## config.mk

```make
export PLATFORM = sky130hd
export DESIGN_NAME = mem_interconnect
export DESIGN_NICKNAME = d
export VERILOG_FILES = /design/src/logic/mem_pkg.sv /design/src/logic/mem_interconnect.sv /design/src/logic/axi_lite_master.sv /design/src/logic/clint_timer.sv /design/src/logic/request_latch.sv /design/src/logic/bus_arbiter_fsm.sv
export SDC_FILE = /design/constraint.sdc
export NUM_CORES = 1
export LEC_CHECK = 0
export ABC_AREA = 1
export BUFFER_PORTS_ARGS = -buffer_cell sky130_fd_sc_hd__buf_2
export CELL_PAD_IN_SITES_DETAIL_PLACEMENT = 1
export CELL_PAD_IN_SITES_GLOBAL_PLACEMENT = 2
export CORE_UTILIZATION = 34
export DETAILED_ROUTE_END_ITERATION = 10
export GPL_TIMING_DRIVEN = 0
export PLACE_DENSITY = 0.86
export SLEW_MARGIN = 20
export SYNTH_ARGS = -nofsm -noshare
export SYNTH_HDL_FRONTEND = slang
export SYNTH_HIERARCHICAL = 1
export SYNTH_SLANG_ARGS = --single-unit
```

## constraint.sdc

```tcl
create_clock -name clock -period 4.46 [get_ports clock]
set_input_delay 0.892 -clock clock [delete_from_list [all_inputs] [get_ports clock]]
set_output_delay 0.892 -clock clock [all_outputs]
set_load 0.1 [all_outputs]
```

## src/logic/mem_pkg.sv

```systemverilog
`default_nettype none

package mem_pkg;

    typedef logic [31:0] addr_t; // byte address.
    typedef logic [31:0] data_t;
    typedef logic [3:0]  strb_t; // one bit per byte lane.
    typedef logic [1:0]  resp_t;

    localparam resp_t resp_okay   = 2'd0;
    localparam resp_t resp_slverr = 2'd2;

    // access sequencing of the shared bus.
    typedef enum logic [2:0] {
        idle,
        clint_access,
        ext_read,
        ext_write,
        respond
    } arb_state_t;

    // requester that owns the access in flight.
    typedef enum logic [1:0] {
        none,
        fetch,
        lsu
    } grant_t;

    localparam addr_t clint_base_default = 32'h0200_0000;
    localparam addr_t clint_size         = 32'h0001_0000; // whole timer window.

endpackage

`default_nettype wire
```

## src/logic/mem_interconnect.sv

```systemverilog
`timescale 1ns/1ps
`default_nettype none

module mem_interconnect #(
    parameter mem_pkg::addr_t clint_base = mem_pkg::clint_base_default
) (
    input  logic           clock,
    input  logic           reset,
    input  logic           fetch_req,
    input  mem_pkg::addr_t fetch_addr,
    output mem_pkg::data_t fetch_rdata,
    output mem_pkg::resp_t fetch_resp,
    output logic           fetch_complete,
    input  logic           lsu_req,
    input  mem_pkg::addr_t lsu_addr,
    input  logic           lsu_wen,
    input  mem_pkg::data_t lsu_wdata,
    input  mem_pkg::strb_t lsu_wstrb,
    output mem_pkg::data_t lsu_rdata,
    output mem_pkg::resp_t lsu_resp,
    output logic           lsu_complete,
    output logic           awvalid,
    input  logic           awready,
    output mem_pkg::addr_t awaddr,
    output logic           wvalid,
    input  logic           wready,
    output mem_pkg::data_t wdata,
    output mem_pkg::strb_t wstrb,
    input  logic           bvalid,
    output logic           bready,
    input  mem_pkg::resp_t bresp,
    output logic           arvalid,
    input  logic           arready,
    output mem_pkg::addr_t araddr,
    input  logic           rvalid,
    output logic           rready,
    input  mem_pkg::data_t rdata,
    input  mem_pkg::resp_t rresp
);

    logic            capture;
    mem_pkg::grant_t grant;
    logic            clint_start;
    logic            ext_start;
    logic            ext_write;
    logic            respond;
    logic            err_resp;
    logic            clint_done;
    mem_pkg::data_t  clint_rdata;
    logic            ext_done;
    mem_pkg::data_t  ext_rdata;
    mem_pkg::resp_t  ext_resp;
    mem_pkg::addr_t  req_addr; // granted request fields.
    mem_pkg::data_t  req_wdata;
    mem_pkg::strb_t  req_wstrb;

    bus_arbiter_fsm #(
        .clint_base(clint_base)
    ) u_arbiter (
        .clock, .reset,
        .fetch_req, .lsu_req, .lsu_addr, .fetch_addr, .lsu_wen,
        .clint_done, .ext_done,
        .capture, .grant, .clint_start, .ext_start, .ext_write,
        .respond, .err_resp
    );

    request_latch u_latch (
        .clock, .reset,
        .capture, .grant, .fetch_addr, .lsu_addr, .lsu_wdata, .lsu_wstrb,
        .respond, .err_resp,
        .clint_rdata, .clint_done, .ext_rdata, .ext_resp, .ext_done,
        .addr  (req_addr),
        .wdata (req_wdata),
        .wstrb (req_wstrb),
        .fetch_rdata, .fetch_resp, .fetch_complete,
        .lsu_rdata, .lsu_resp, .lsu_complete
    );

    clint_timer u_clint (
        .clock, .reset,
        .clint_start,
        .addr (req_addr),
        .clint_rdata, .clint_done
    );

    axi_lite_master u_axi (
        .clock, .reset,
        .ext_start, .ext_write,
        .addr      (req_addr),
        .wdata     (req_wdata),
        .wstrb     (req_wstrb),
        .awready, .wready, .bvalid, .bresp, .arready, .rvalid, .rdata, .rresp,
        .awvalid, .awaddr, .wvalid,
        .wdata_out (wdata),
        .wstrb_out (wstrb),
        .bready, .arvalid, .araddr, .rready,
        .ext_rdata, .ext_resp, .ext_done
    );

endmodule

`default_nettype wire

```

## src/logic/axi_lite_master.sv

```systemverilog
`timescale 1ns/1ps
`default_nettype none

module axi_lite_master (
    input  logic           clock,
    input  logic           reset,
    input  logic           ext_start,
    input  logic           ext_write,
    input  mem_pkg::addr_t addr,
    input  mem_pkg::data_t wdata,
    input  mem_pkg::strb_t wstrb,
    input  logic           awready,
    input  logic           wready,
    input  logic           bvalid,
    input  mem_pkg::resp_t bresp,
    input  logic           arready,
    input  logic           rvalid,
    input  mem_pkg::data_t rdata,
    input  mem_pkg::resp_t rresp,
    output logic           awvalid,
    output mem_pkg::addr_t awaddr,
    output logic           wvalid,
    output mem_pkg::data_t wdata_out,
    output mem_pkg::strb_t wstrb_out,
    output logic           bready,
    output logic           arvalid,
    output mem_pkg::addr_t araddr,
    output logic           rready,
    output mem_pkg::data_t ext_rdata,
    output mem_pkg::resp_t ext_resp,
    output logic           ext_done
);

    mem_pkg::addr_t addr_q;
    logic           wr_busy; // write issued, b not yet taken.
    logic           aw_clear;
    logic           w_clear;
    logic           b_fire;
    logic           r_fire;

    assign aw_clear = !awvalid || awready;
    assign w_clear  = !wvalid || wready;
    assign b_fire   = bvalid && bready;
    assign r_fire   = rvalid && rready;

    always_ff @(posedge clock) begin
        if (reset) begin
            awvalid  <= 1'b0;
            wvalid   <= 1'b0;
            bready   <= 1'b0;
            arvalid  <= 1'b0;
            rready   <= 1'b0;
            wr_busy  <= 1'b0;
            ext_done <= 1'b0;
        end else begin
            ext_done <= b_fire || r_fire;
            if (ext_start && ext_write) begin
                awvalid <= 1'b1; // aw and w go out together.
                wvalid  <= 1'b1;
                wr_busy <= 1'b1;
            end
            if (ext_start && !ext_write) begin
                arvalid <= 1'b1;
            end
            if (awvalid && awready) begin
                awvalid <= 1'b0;
            end
            if (wvalid && wready) begin
                wvalid <= 1'b0;
            end
            if (wr_busy && !bready && aw_clear && w_clear) begin
                bready <= 1'b1; // both channels accepted.
            end
            if (b_fire) begin
                bready  <= 1'b0;
                wr_busy <= 1'b0;
            end
            if (arvalid && arready) begin
                arvalid <= 1'b0;
                rready  <= 1'b1;
            end
            if (r_fire) begin
                rready <= 1'b0;
            end
        end
    end

    always_ff @(posedge clock) begin
        if (ext_start) begin
            addr_q    <= addr;
            wdata_out <= wdata;
            wstrb_out <= wstrb;
        end
        if (b_fire) begin
            ext_resp <= bresp;
        end
        if (r_fire) begin
            ext_rdata <= rdata;
            ext_resp  <= rresp;
        end
    end

    assign awaddr = addr_q;
    assign araddr = addr_q;

    a_aw_hold: assert property (@(posedge clock) disable iff (reset)
        awvalid && !awready |=> awvalid && $stable(awaddr));

    a_w_hold: assert property (@(posedge clock) disable iff (reset)
        wvalid && !wready |=> wvalid && $stable(wdata_out) && $stable(wstrb_out));

    a_ar_hold: assert property (@(posedge clock) disable iff (reset)
        arvalid && !arready |=> arvalid && $stable(araddr));

endmodule

`default_nettype wire

```

## src/logic/clint_timer.sv

```systemverilog
`timescale 1ns/1ps
`default_nettype none

module clint_timer (
    input  logic           clock,
    input  logic           reset,
    input  logic           clint_start,
    input  mem_pkg::addr_t addr,
    output mem_pkg::data_t clint_rdata,
    output logic           clint_done
);

    logic [63:0] mtime;

    always_ff @(posedge clock) begin
        if (reset) begin
            mtime      <= '0;
            clint_done <= 1'b0;
        end else begin
            mtime      <= mtime + 64'd1; // free running.
            clint_done <= clint_start;
        end
    end

    // word offset 4 selects mtimeh.
    always_ff @(posedge clock) begin
        if (clint_start) begin
            clint_rdata <= addr[2] ? mtime[63:32] : mtime[31:0];
        end
    end

endmodule

`default_nettype wire

```

## src/logic/request_latch.sv

```systemverilog
`timescale 1ns/1ps
`default_nettype none

module request_latch (
    input  logic            clock,
    input  logic            reset,
    input  logic            capture,
    input  mem_pkg::grant_t grant,
    input  mem_pkg::addr_t  fetch_addr,
    input  mem_pkg::addr_t  lsu_addr,
    input  mem_pkg::data_t  lsu_wdata,
    input  mem_pkg::strb_t  lsu_wstrb,
    input  logic            respond,
    input  logic            err_resp,
    input  mem_pkg::data_t  clint_rdata,
    input  logic            clint_done,
    input  mem_pkg::data_t  ext_rdata,
    input  mem_pkg::resp_t  ext_resp,
    input  logic            ext_done,
    output mem_pkg::addr_t  addr,
    output mem_pkg::data_t  wdata,
    output mem_pkg::strb_t  wstrb,
    output mem_pkg::data_t  fetch_rdata,
    output mem_pkg::resp_t  fetch_resp,
    output logic            fetch_complete,
    output mem_pkg::data_t  lsu_rdata,
    output mem_pkg::resp_t  lsu_resp,
    output logic            lsu_complete
);

    mem_pkg::grant_t owner;
    mem_pkg::data_t  ret_data;
    mem_pkg::resp_t  ret_resp;

    always_comb begin
        ret_data = '0;
        ret_resp = mem_pkg::resp_okay;
        if (clint_done) begin
            ret_data = clint_rdata;
        end else if (ext_done) begin
            ret_data = ext_rdata;
            ret_resp = ext_resp;
        end
        if (err_resp) begin
            ret_resp = mem_pkg::resp_slverr;
        end
    end

    always_ff @(posedge clock) begin
        if (reset) begin
            owner          <= mem_pkg::none;
            fetch_complete <= 1'b0;
            lsu_complete   <= 1'b0;
        end else begin
            if (capture) begin
                owner <= grant;
            end else if (respond) begin
                owner <= mem_pkg::none;
            end
            fetch_complete <= respond && (owner == mem_pkg::fetch);
            lsu_complete   <= respond && (owner == mem_pkg::lsu);
        end
    end

    always_ff @(posedge clock) begin
        if (capture) begin
            addr  <= (grant == mem_pkg::lsu) ? lsu_addr : fetch_addr;
            wdata <= lsu_wdata; // fetch ignores these.
            wstrb <= lsu_wstrb;
        end
        if (respond && (owner == mem_pkg::fetch)) begin
            fetch_rdata <= ret_data;
            fetch_resp  <= ret_resp;
        end
        if (respond && (owner == mem_pkg::lsu)) begin
            lsu_rdata <= ret_data;
            lsu_resp  <= ret_resp;
        end
    end

    // one owner per access, one complete per access.
    a_complete_excl: assert property (@(posedge clock) disable iff (reset)
        (fetch_complete || lsu_complete) |->
            !(fetch_complete && lsu_complete) ##1 !(fetch_complete || lsu_complete));

endmodule

`default_nettype wire

```

## src/logic/bus_arbiter_fsm.sv

```systemverilog
`timescale 1ns/1ps
`default_nettype none

module bus_arbiter_fsm #(
    parameter mem_pkg::addr_t clint_base = mem_pkg::clint_base_default
) (
    input  logic            clock,
    input  logic            reset,
    input  logic            fetch_req,
    input  logic            lsu_req,
    input  mem_pkg::addr_t  lsu_addr,
    input  mem_pkg::addr_t  fetch_addr,
    input  logic            lsu_wen,
    input  logic            clint_done,
    input  logic            ext_done,
    output logic            capture,
    output mem_pkg::grant_t grant,
    output logic            clint_start,
    output logic            ext_start,
    output logic            ext_write,
    output logic            respond,
    output logic            err_resp
);

    mem_pkg::arb_state_t state;
    mem_pkg::arb_state_t state_next;
    mem_pkg::addr_t      sel_addr;
    logic                sel_write;
    logic                sel_clint;
    logic                settle; // complete is out, req still stale.
    logic                err_flag;

    assign sel_addr  = lsu_req ? lsu_addr : fetch_addr; // lsu has priority.
    assign sel_write = lsu_req && lsu_wen;
    assign sel_clint = (sel_addr >= clint_base) &&
                       ((sel_addr - clint_base) < mem_pkg::clint_size);

    assign capture = (state == mem_pkg::idle) && !settle && (lsu_req || fetch_req);

    always_comb begin
        grant = mem_pkg::none;
        if (capture && lsu_req) begin
            grant = mem_pkg::lsu;
        end else if (capture) begin
            grant = mem_pkg::fetch;
        end
    end

    always_comb begin
        state_next = state;
        case (state)
            mem_pkg::idle: begin
                if (capture && sel_clint) begin
                    state_next = sel_write ? mem_pkg::respond : mem_pkg::clint_access;
                end else if (capture) begin
                    state_next = sel_write ? mem_pkg::ext_write : mem_pkg::ext_read;
                end
            end
            mem_pkg::clint_access: state_next = mem_pkg::respond;
            mem_pkg::ext_read:     state_next = mem_pkg::respond;
            mem_pkg::ext_write:    state_next = mem_pkg::respond;
            mem_pkg::respond: begin
                if (respond) begin
                    state_next = mem_pkg::idle;
                end
            end
            default: state_next = mem_pkg::idle;
        endcase
    end

    always_ff @(posedge clock) begin
        if (reset) begin
            state    <= mem_pkg::idle;
            settle   <= 1'b0;
            err_flag <= 1'b0;
        end else begin
            state  <= state_next;
            settle <= respond;
            if (capture) begin
                err_flag <= sel_clint && sel_write; // timer is read only.
            end
        end
    end

    assign clint_start = (state == mem_pkg::clint_access);
    assign ext_start   = (state == mem_pkg::ext_read) || (state == mem_pkg::ext_write);
    assign ext_write   = (state == mem_pkg::ext_write);
    // waits here for the data source.
    assign respond     = (state == mem_pkg::respond) && (err_flag || clint_done || ext_done);
    assign err_resp    = (state == mem_pkg::respond) && err_flag;

    // no response still pending at a new grant.
    a_capture_clean: assert property (@(posedge clock) disable iff (reset)
        capture |-> !(clint_done || ext_done));

    a_respond_pulse: assert property (@(posedge clock) disable iff (reset)
        respond |=> !(clint_done || ext_done));

endmodule

`default_nettype wire

```

==> results of run 1 <==
flip-flops by register name, summed over array words and instances, names as in the netlist, 3 cells and up:
name / cells
u_axi/araddr: 32
u_latch/fetch_rdata: 32
u_latch/lsu_rdata: 32
u_clint/clint_rdata: 32
u_axi/wstrb_out: 4
u_clint/mtime: 64
u_latch/wstrb: 4
u_axi/ext_rdata: 32
u_arbiter/state: 3
u_axi/wdata_out: 32
u_latch/addr: 32
u_latch/wdata: 32
worst paths after layout:
kind | from | end | slack, ns
setup / recovery | u_axi/araddr[16] | awaddr[16] | 2.07
hold / removal | u_latch/addr[16] | u_axi/araddr[16] | 0.41
setup reg to reg | u_arbiter/state[2] | u_latch/addr[6] | 2.19
hold reg to reg | u_latch/addr[16] | u_axi/araddr[16] | 0.41
logic make-up after synthesis:
kind of cell,after synthesis,share of synthesized area
AOI/OAI and AO/OA,124,0.0454
xor gates and xnor gates,1,0.000600
adders and majority gates,3,0.00257
buffers and inverters,188,0.0658
DFF,351,0.667
muxes,1,0.000686
and+or+nand+nor,731,0.218
cells in the final DEF, fill, tap and decap left out, drive strengths merged, types with 14 or more instances in the layout:
cell type / netlist / layout
edfxtp: 270 / 270
buf: 56 / 388
nand2: 396 / 396
nor3: 14 / 14
a21oi: 51 / 51
dfxtp: 81 / 81
clkbuf: 12 / 69
nand4: 15 / 15
nor2: 203 / 203
nand3: 99 / 99
inv: 120 / 124
o21ai: 60 / 60
synthesized netlist by cell type, drive strengths merged (12+ instances only):
library cell,n,share of area
dfxtp,81,0.11
nand3,99,0.038
buf,56,0.032
nor3,14,0.0051
nor2,203,0.060
nand2,396,0.11
edfxtp,270,0.56
inv,120,0.031
nand4,15,0.0064
a21oi,51,0.017
clkbuf,12,0.0031
o21ai,60,0.021
area by class of cell:
| class | instances | area [sq um] | area share |
|---|---|---|---|
| antenna | 8 | 20.0 | 0.00108 |
| buffer | 68 | 505 | 0.0273 |
| clock buffer | 57 | 1160 | 0.0624 |
| clock inverter | 17 | 203 | 0.0109 |
| inverter | 120 | 455 | 0.0246 |
| multi-input combinational | 860 | 3930 | 0.212 |
| sequential | 351 | 9730 | 0.525 |
| tap | 539 | 674 | 0.0364 |
| timing repair buffer | 332 | 1860 | 0.100 |
per-layer routing:
layer | vias to the layer above | routed length, microns | GRT usage
li1 | 5383 | - | -
met3 | 93 | 3250 | 0.0541
met4 | 8 | 1710 | 0.0928
met5 | - | 59 | 0
met1 | 5493 | 19100 | 0.258
met2 | 355 | 24300 | 0.391
per-stage QoR:
step / TNS, ns / hold slack [ns] / util
2_1_floorplan: 0 / 0.400 / -
3_3_place_gp: -72.34 / 0.400 / 0.400
3_5_place_dp: 0 / 0.406 / 0.407
4_1_cts: 0 / 0.419 / 0.439
5_1_grt: 0 / 0.423 / 0.440
6_report: 0 / 0.415 / 0.440
power by group:
part	total, W	internal (W)	switching, W
sequential	0.00388	0.00380	0.0000840
combinational	0.00149	0.000295	0.00120
clock	0.00335	0.00196	0.00140
total	0.00873	0.00605	0.00268
==> results.cfg, run 1 <==
[run_status]
status = completed

[placement]
placed_cell_area_sq_um = 17200
portBuffers = 320
gp_congestion = 0.897
dp_hpwl_mm = 37.7
dp.cells = 2270
post-place-ws_ns = 1.51

[pwr]
p_leak_nw = 7.47
p_total_w = 0.00873
vdd_drop_max_mv = 0.293
pwr_density_cell_nw_per_um2 = 471

[sta]
slew_violations = 0
min_period_ns = 2.39
max_freq_ghz = 0.419
hold_viol_final = 0
fin_skew_ns = 0.0226
finalCritPeriodShare = 0.535
setup_violations = 0
worst_slew_pin_slew_ns = 0.726
grt_setup_unrepaired = false
setup_ws_ns = 2.07
slew_headroom = 0.516

[global_route]
grt_overflow_total = 0
grt_usage = 0.222
antenna_found_initial = 14
grt_pass1_vias = 11869
grt_max_degree = 33
grt_pass1_wl_mm = 72.4

[detailed_routing]
drc = 0
num_vias = 11332
via_per_inst = 4.82
dr.first_iter.drc_count = 667
ant_nets = 0
drt-total-wl_mm = 48.5
firstDrtPassIters = 5
wl_per_cell_microns = 20.6

[hold_path]
min_delay_path_depth = 0
hold_class = flip-flop to flip-flop

[critical_path]
crit_family = buffers and inverters
worstSetupPathType = flip-flop to primary output
crit_cells = 2
path_buf_inv = 2
reg2reg_depth = 10
crit_required_ns = 3.57
path_cells = buf_4 -> buf_2
worst_setup_path_start_kind = flip-flop
crit_path_top_delay_cell = buf_2
path_max_fanout = 2
crit_path_end_kind = primary output
cp_slowest_stage_delay_ns = 0.41
worst_ep_arrival_time_ns = 1.50

[layout]
stdcell_count = 2352
fin_area_sq_um = 18500
nets = 1922
area_growth_pct = 27.0
drive_above_1_share = 0.283
n_fill_cell = 4753

[synthesis]
synth_area_per_cell_sq_um = 10.4
synthArstFlopShare = 0
synthCells = 1399
synth_area_sq_um = 14600
seq_area_frac_synth = 0.667
synth-seq-cells = 351
synth_edf_count = 270
syn_nets = 1548
synthDistinctLibCells = 37
yosysWarnings = 6
synth-main-ff-cell = edfxtp_1

[job]
maxCapViolations = 0

[clock_tree]
tritoncts = built
clock_sinks = 351
postCtsSetupRepairBufs = 0
cts.path.max_buffers = 3
htreeDepth = 2
cts_hold_buf = 0
postCtsResizedCells = 0
cts_buffers = 40
clk_latency_ns = 0.57
clkSlewWorstSetupHoldPaths_ns = 0.06
root_buffer = clkbuf_16

[floorplanning]
die_w_microns = 209
dieArea_sq_um = 43800
core_sq_um = 42100
io_pins = 321
initial_core_util = 0.346
std_cell_rows = 75
die_h_microns = 209
Power figures use the tool's default switching activity.
==> run 2: changes to the inputs <==
--- a/config.mk
+++ b/config.mk
@@ -9,10 +9,10 @@
 export BUFFER_PORTS_ARGS = -buffer_cell sky130_fd_sc_hd__buf_2
 export CELL_PAD_IN_SITES_DETAIL_PLACEMENT = 1
 export CELL_PAD_IN_SITES_GLOBAL_PLACEMENT = 2
-export CORE_UTILIZATION = 34
+export CORE_UTILIZATION = 31
 export DETAILED_ROUTE_END_ITERATION = 10
 export GPL_TIMING_DRIVEN = 0
-export PLACE_DENSITY = 0.86
+export PLACE_DENSITY = 0.83
 export SLEW_MARGIN = 20
 export SYNTH_ARGS = -nofsm -noshare
 export SYNTH_HDL_FRONTEND = slang
==> constraint.sdc (replaced) <==
create_clock -name clock -period 2 [get_ports clock]
set_input_delay 0.4 -clock clock [delete_from_list [all_inputs] [get_ports clock]]
set_output_delay 0.4 -clock clock [all_outputs]
set_load 0.1 [all_outputs]
==> run 2 against run 1 <==
Compared with the run above:
- register-to-register slack got worse by 2.2 ns
- hold slack got worse by 0.38 ns
- combinational power increased by 120%
- routed wire length increased by 1.4%
- critical path type is now flip-flop to flip-flop
- worst setup slack got worse by 2.0 ns
- largest power group unchanged
==> results.cfg, run 2 (synthesis results as in run 1) <==
[sta]
worst_slew_pin_slew_ns = 0.855
slew_headroom = 0.430
slew_violations = 0
setup_violations = 0
finalSetupTns_ns = 0
finalCritPeriodShare = 0.989
max_freq_ghz = 0.506
hold_viol_final = 0
grt_setup_unrepaired = false
min_period_ns = 1.98
setup_ws_ns = 0.0227
fin_skew_ns = 0.0165

[critical_path]
crit_path_end_kind = flip-flop
path_max_fanout = 10
worstSetupPathType = flip-flop to flip-flop
worst_ep_arrival_time_ns = 2.17
crit_required_ns = 2.19
worst_setup_path_start_kind = flip-flop

[clock_tree]
root_buffer = clkbuf_16
clk_latency_ns = 0.54
tritoncts = built
cts_hold_buf = 0
clkSlewWorstSetupHoldPaths_ns = 0.06
htreeDepth = 2
cts.path.max_buffers = 3
clock_sinks = 351
cts_buffers = 38

[floorplanning]
dieArea_sq_um = 48000
core_sq_um = 46500
die_h_microns = 219
initial_core_util = 0.314
std_cell_rows = 79
die_w_microns = 219
io_pins = 321

[placement]
portBuffers = 320
post-place-ws_ns = -0.537
placed_cell_area_sq_um = 17200
gp_congestion = 0.884
dp_hpwl_mm = 38.1

[layout]
layout_commonest_cell = nand2_1
n_fill_cell = 5288
area_growth_pct = 26.8
multi_input_area_sq_um = 3980
nets = 1926
regMostFlops = u_clint/mtime
fin_area_sq_um = 18500
drive_above_1_share = 0.286
register_area_sq_um = 9730
final_cell_mix = nand2_1 (380), buf_2 (320), edfxtp_1 (270)
largest_register_ffs = 64

[pwr]
vdd_drop_max_mv = 0.923
p_leak_nw = 7.40
pwr_density_cell_nw_per_um2 = 1010

[detailed_routing]
firstDrtPassIters = 4
num_vias = 11388
drt-total-wl_mm = 49.1
ant_nets = 0
dr.first_iter.drc_count = 715
drc = 0
wl_per_cell_microns = 20.3
via_per_inst = 4.71

[global_route]
grt_pass1_wl_mm = 70.8
grt_overflow_total = 0
grt_usage = 0.200
grt_pass1_vias = 11569
grt_max_degree = 36
antenna_found_initial = 9

[job]
maxCapViolations = 0

[run_status]
status = completed

[hold_path]
hold_class = input pin to flip-flop
[run 2: metal layers]
layer  GRT usage  wire length (microns)  vias to the layer above
met1       0.234                  19500                     5543
met5           0                     76                        -
met3      0.0449                   3480                       83
met4      0.0701                   1470                       12
li1            -                      -                     5388
met2       0.358                  24600                      362
[run 2: power breakdown]
group          total [W]  internal [W]  switching, W
clock network    0.00673       0.00391       0.00282
logic            0.00332      0.000634       0.00268
registers        0.00867       0.00847      0.000198
total             0.0187        0.0130       0.00570
[run 2: cell type report]
class	instances	share of cell area
diodes	4	0.000541
plain buffers	68	0.0280
clock buffers	48	0.0534
clock inverters	21	0.0107
inverters	120	0.0249
multi-input cells	863	0.215
flip-flops and latches	351	0.526
well taps	607	0.0410
repair buffers	335	0.100
[run 2: critical path, stage by stage, from the launching register on]
cell and delay, ns:
edfxtp_1 0.41, clkbuf_1 0.53, clkbuf_2 0.39, o21ai_0 0.30
[run 2: worst paths after layout]
check	start	endpoint	slack [ns]	cells after the start
worst max-delay path	u_latch/addr[2]	u_clint/clint_rdata[29]	0.02	3
worst min-delay path	rdata[8]	u_axi/ext_rdata[8]	0.03	1
worst max register to register	u_latch/addr[2]	u_clint/clint_rdata[29]	0.02	3
worst min register to register	u_latch/wdata[24]	u_axi/wdata_out[24]	0.42	0
[run 2: per-stage QoR]
stage | hold WS (ns) | util | std cells | total power [W]
3_5_place_dp | 0.405 | 0.369 | 2333 | 0.0121
6_report | 0.0342 | 0.398 | 2417 | 0.0187
4_1_cts | 0.00890 | 0.398 | 2413 | 0.0189
3_3_place_gp | 0.401 | 0.366 | 2326 | 0.0119
5_1_grt | 0.0161 | 0.398 | 2415 | 0.0193
2_1_floorplan | 0.400 | - | 1399 | 0.0112
[run 2: repair_timing]
item | 4_1_cts | 5_1_grt
gates cloned | 3 | 0
buffers inserted | 8 | 0
gates resized for setup | 5 | 7
setup endpoints to repair | 140 | 48
endpoints found under the hold margin | 0 | 0
pin swaps | 5 | 1
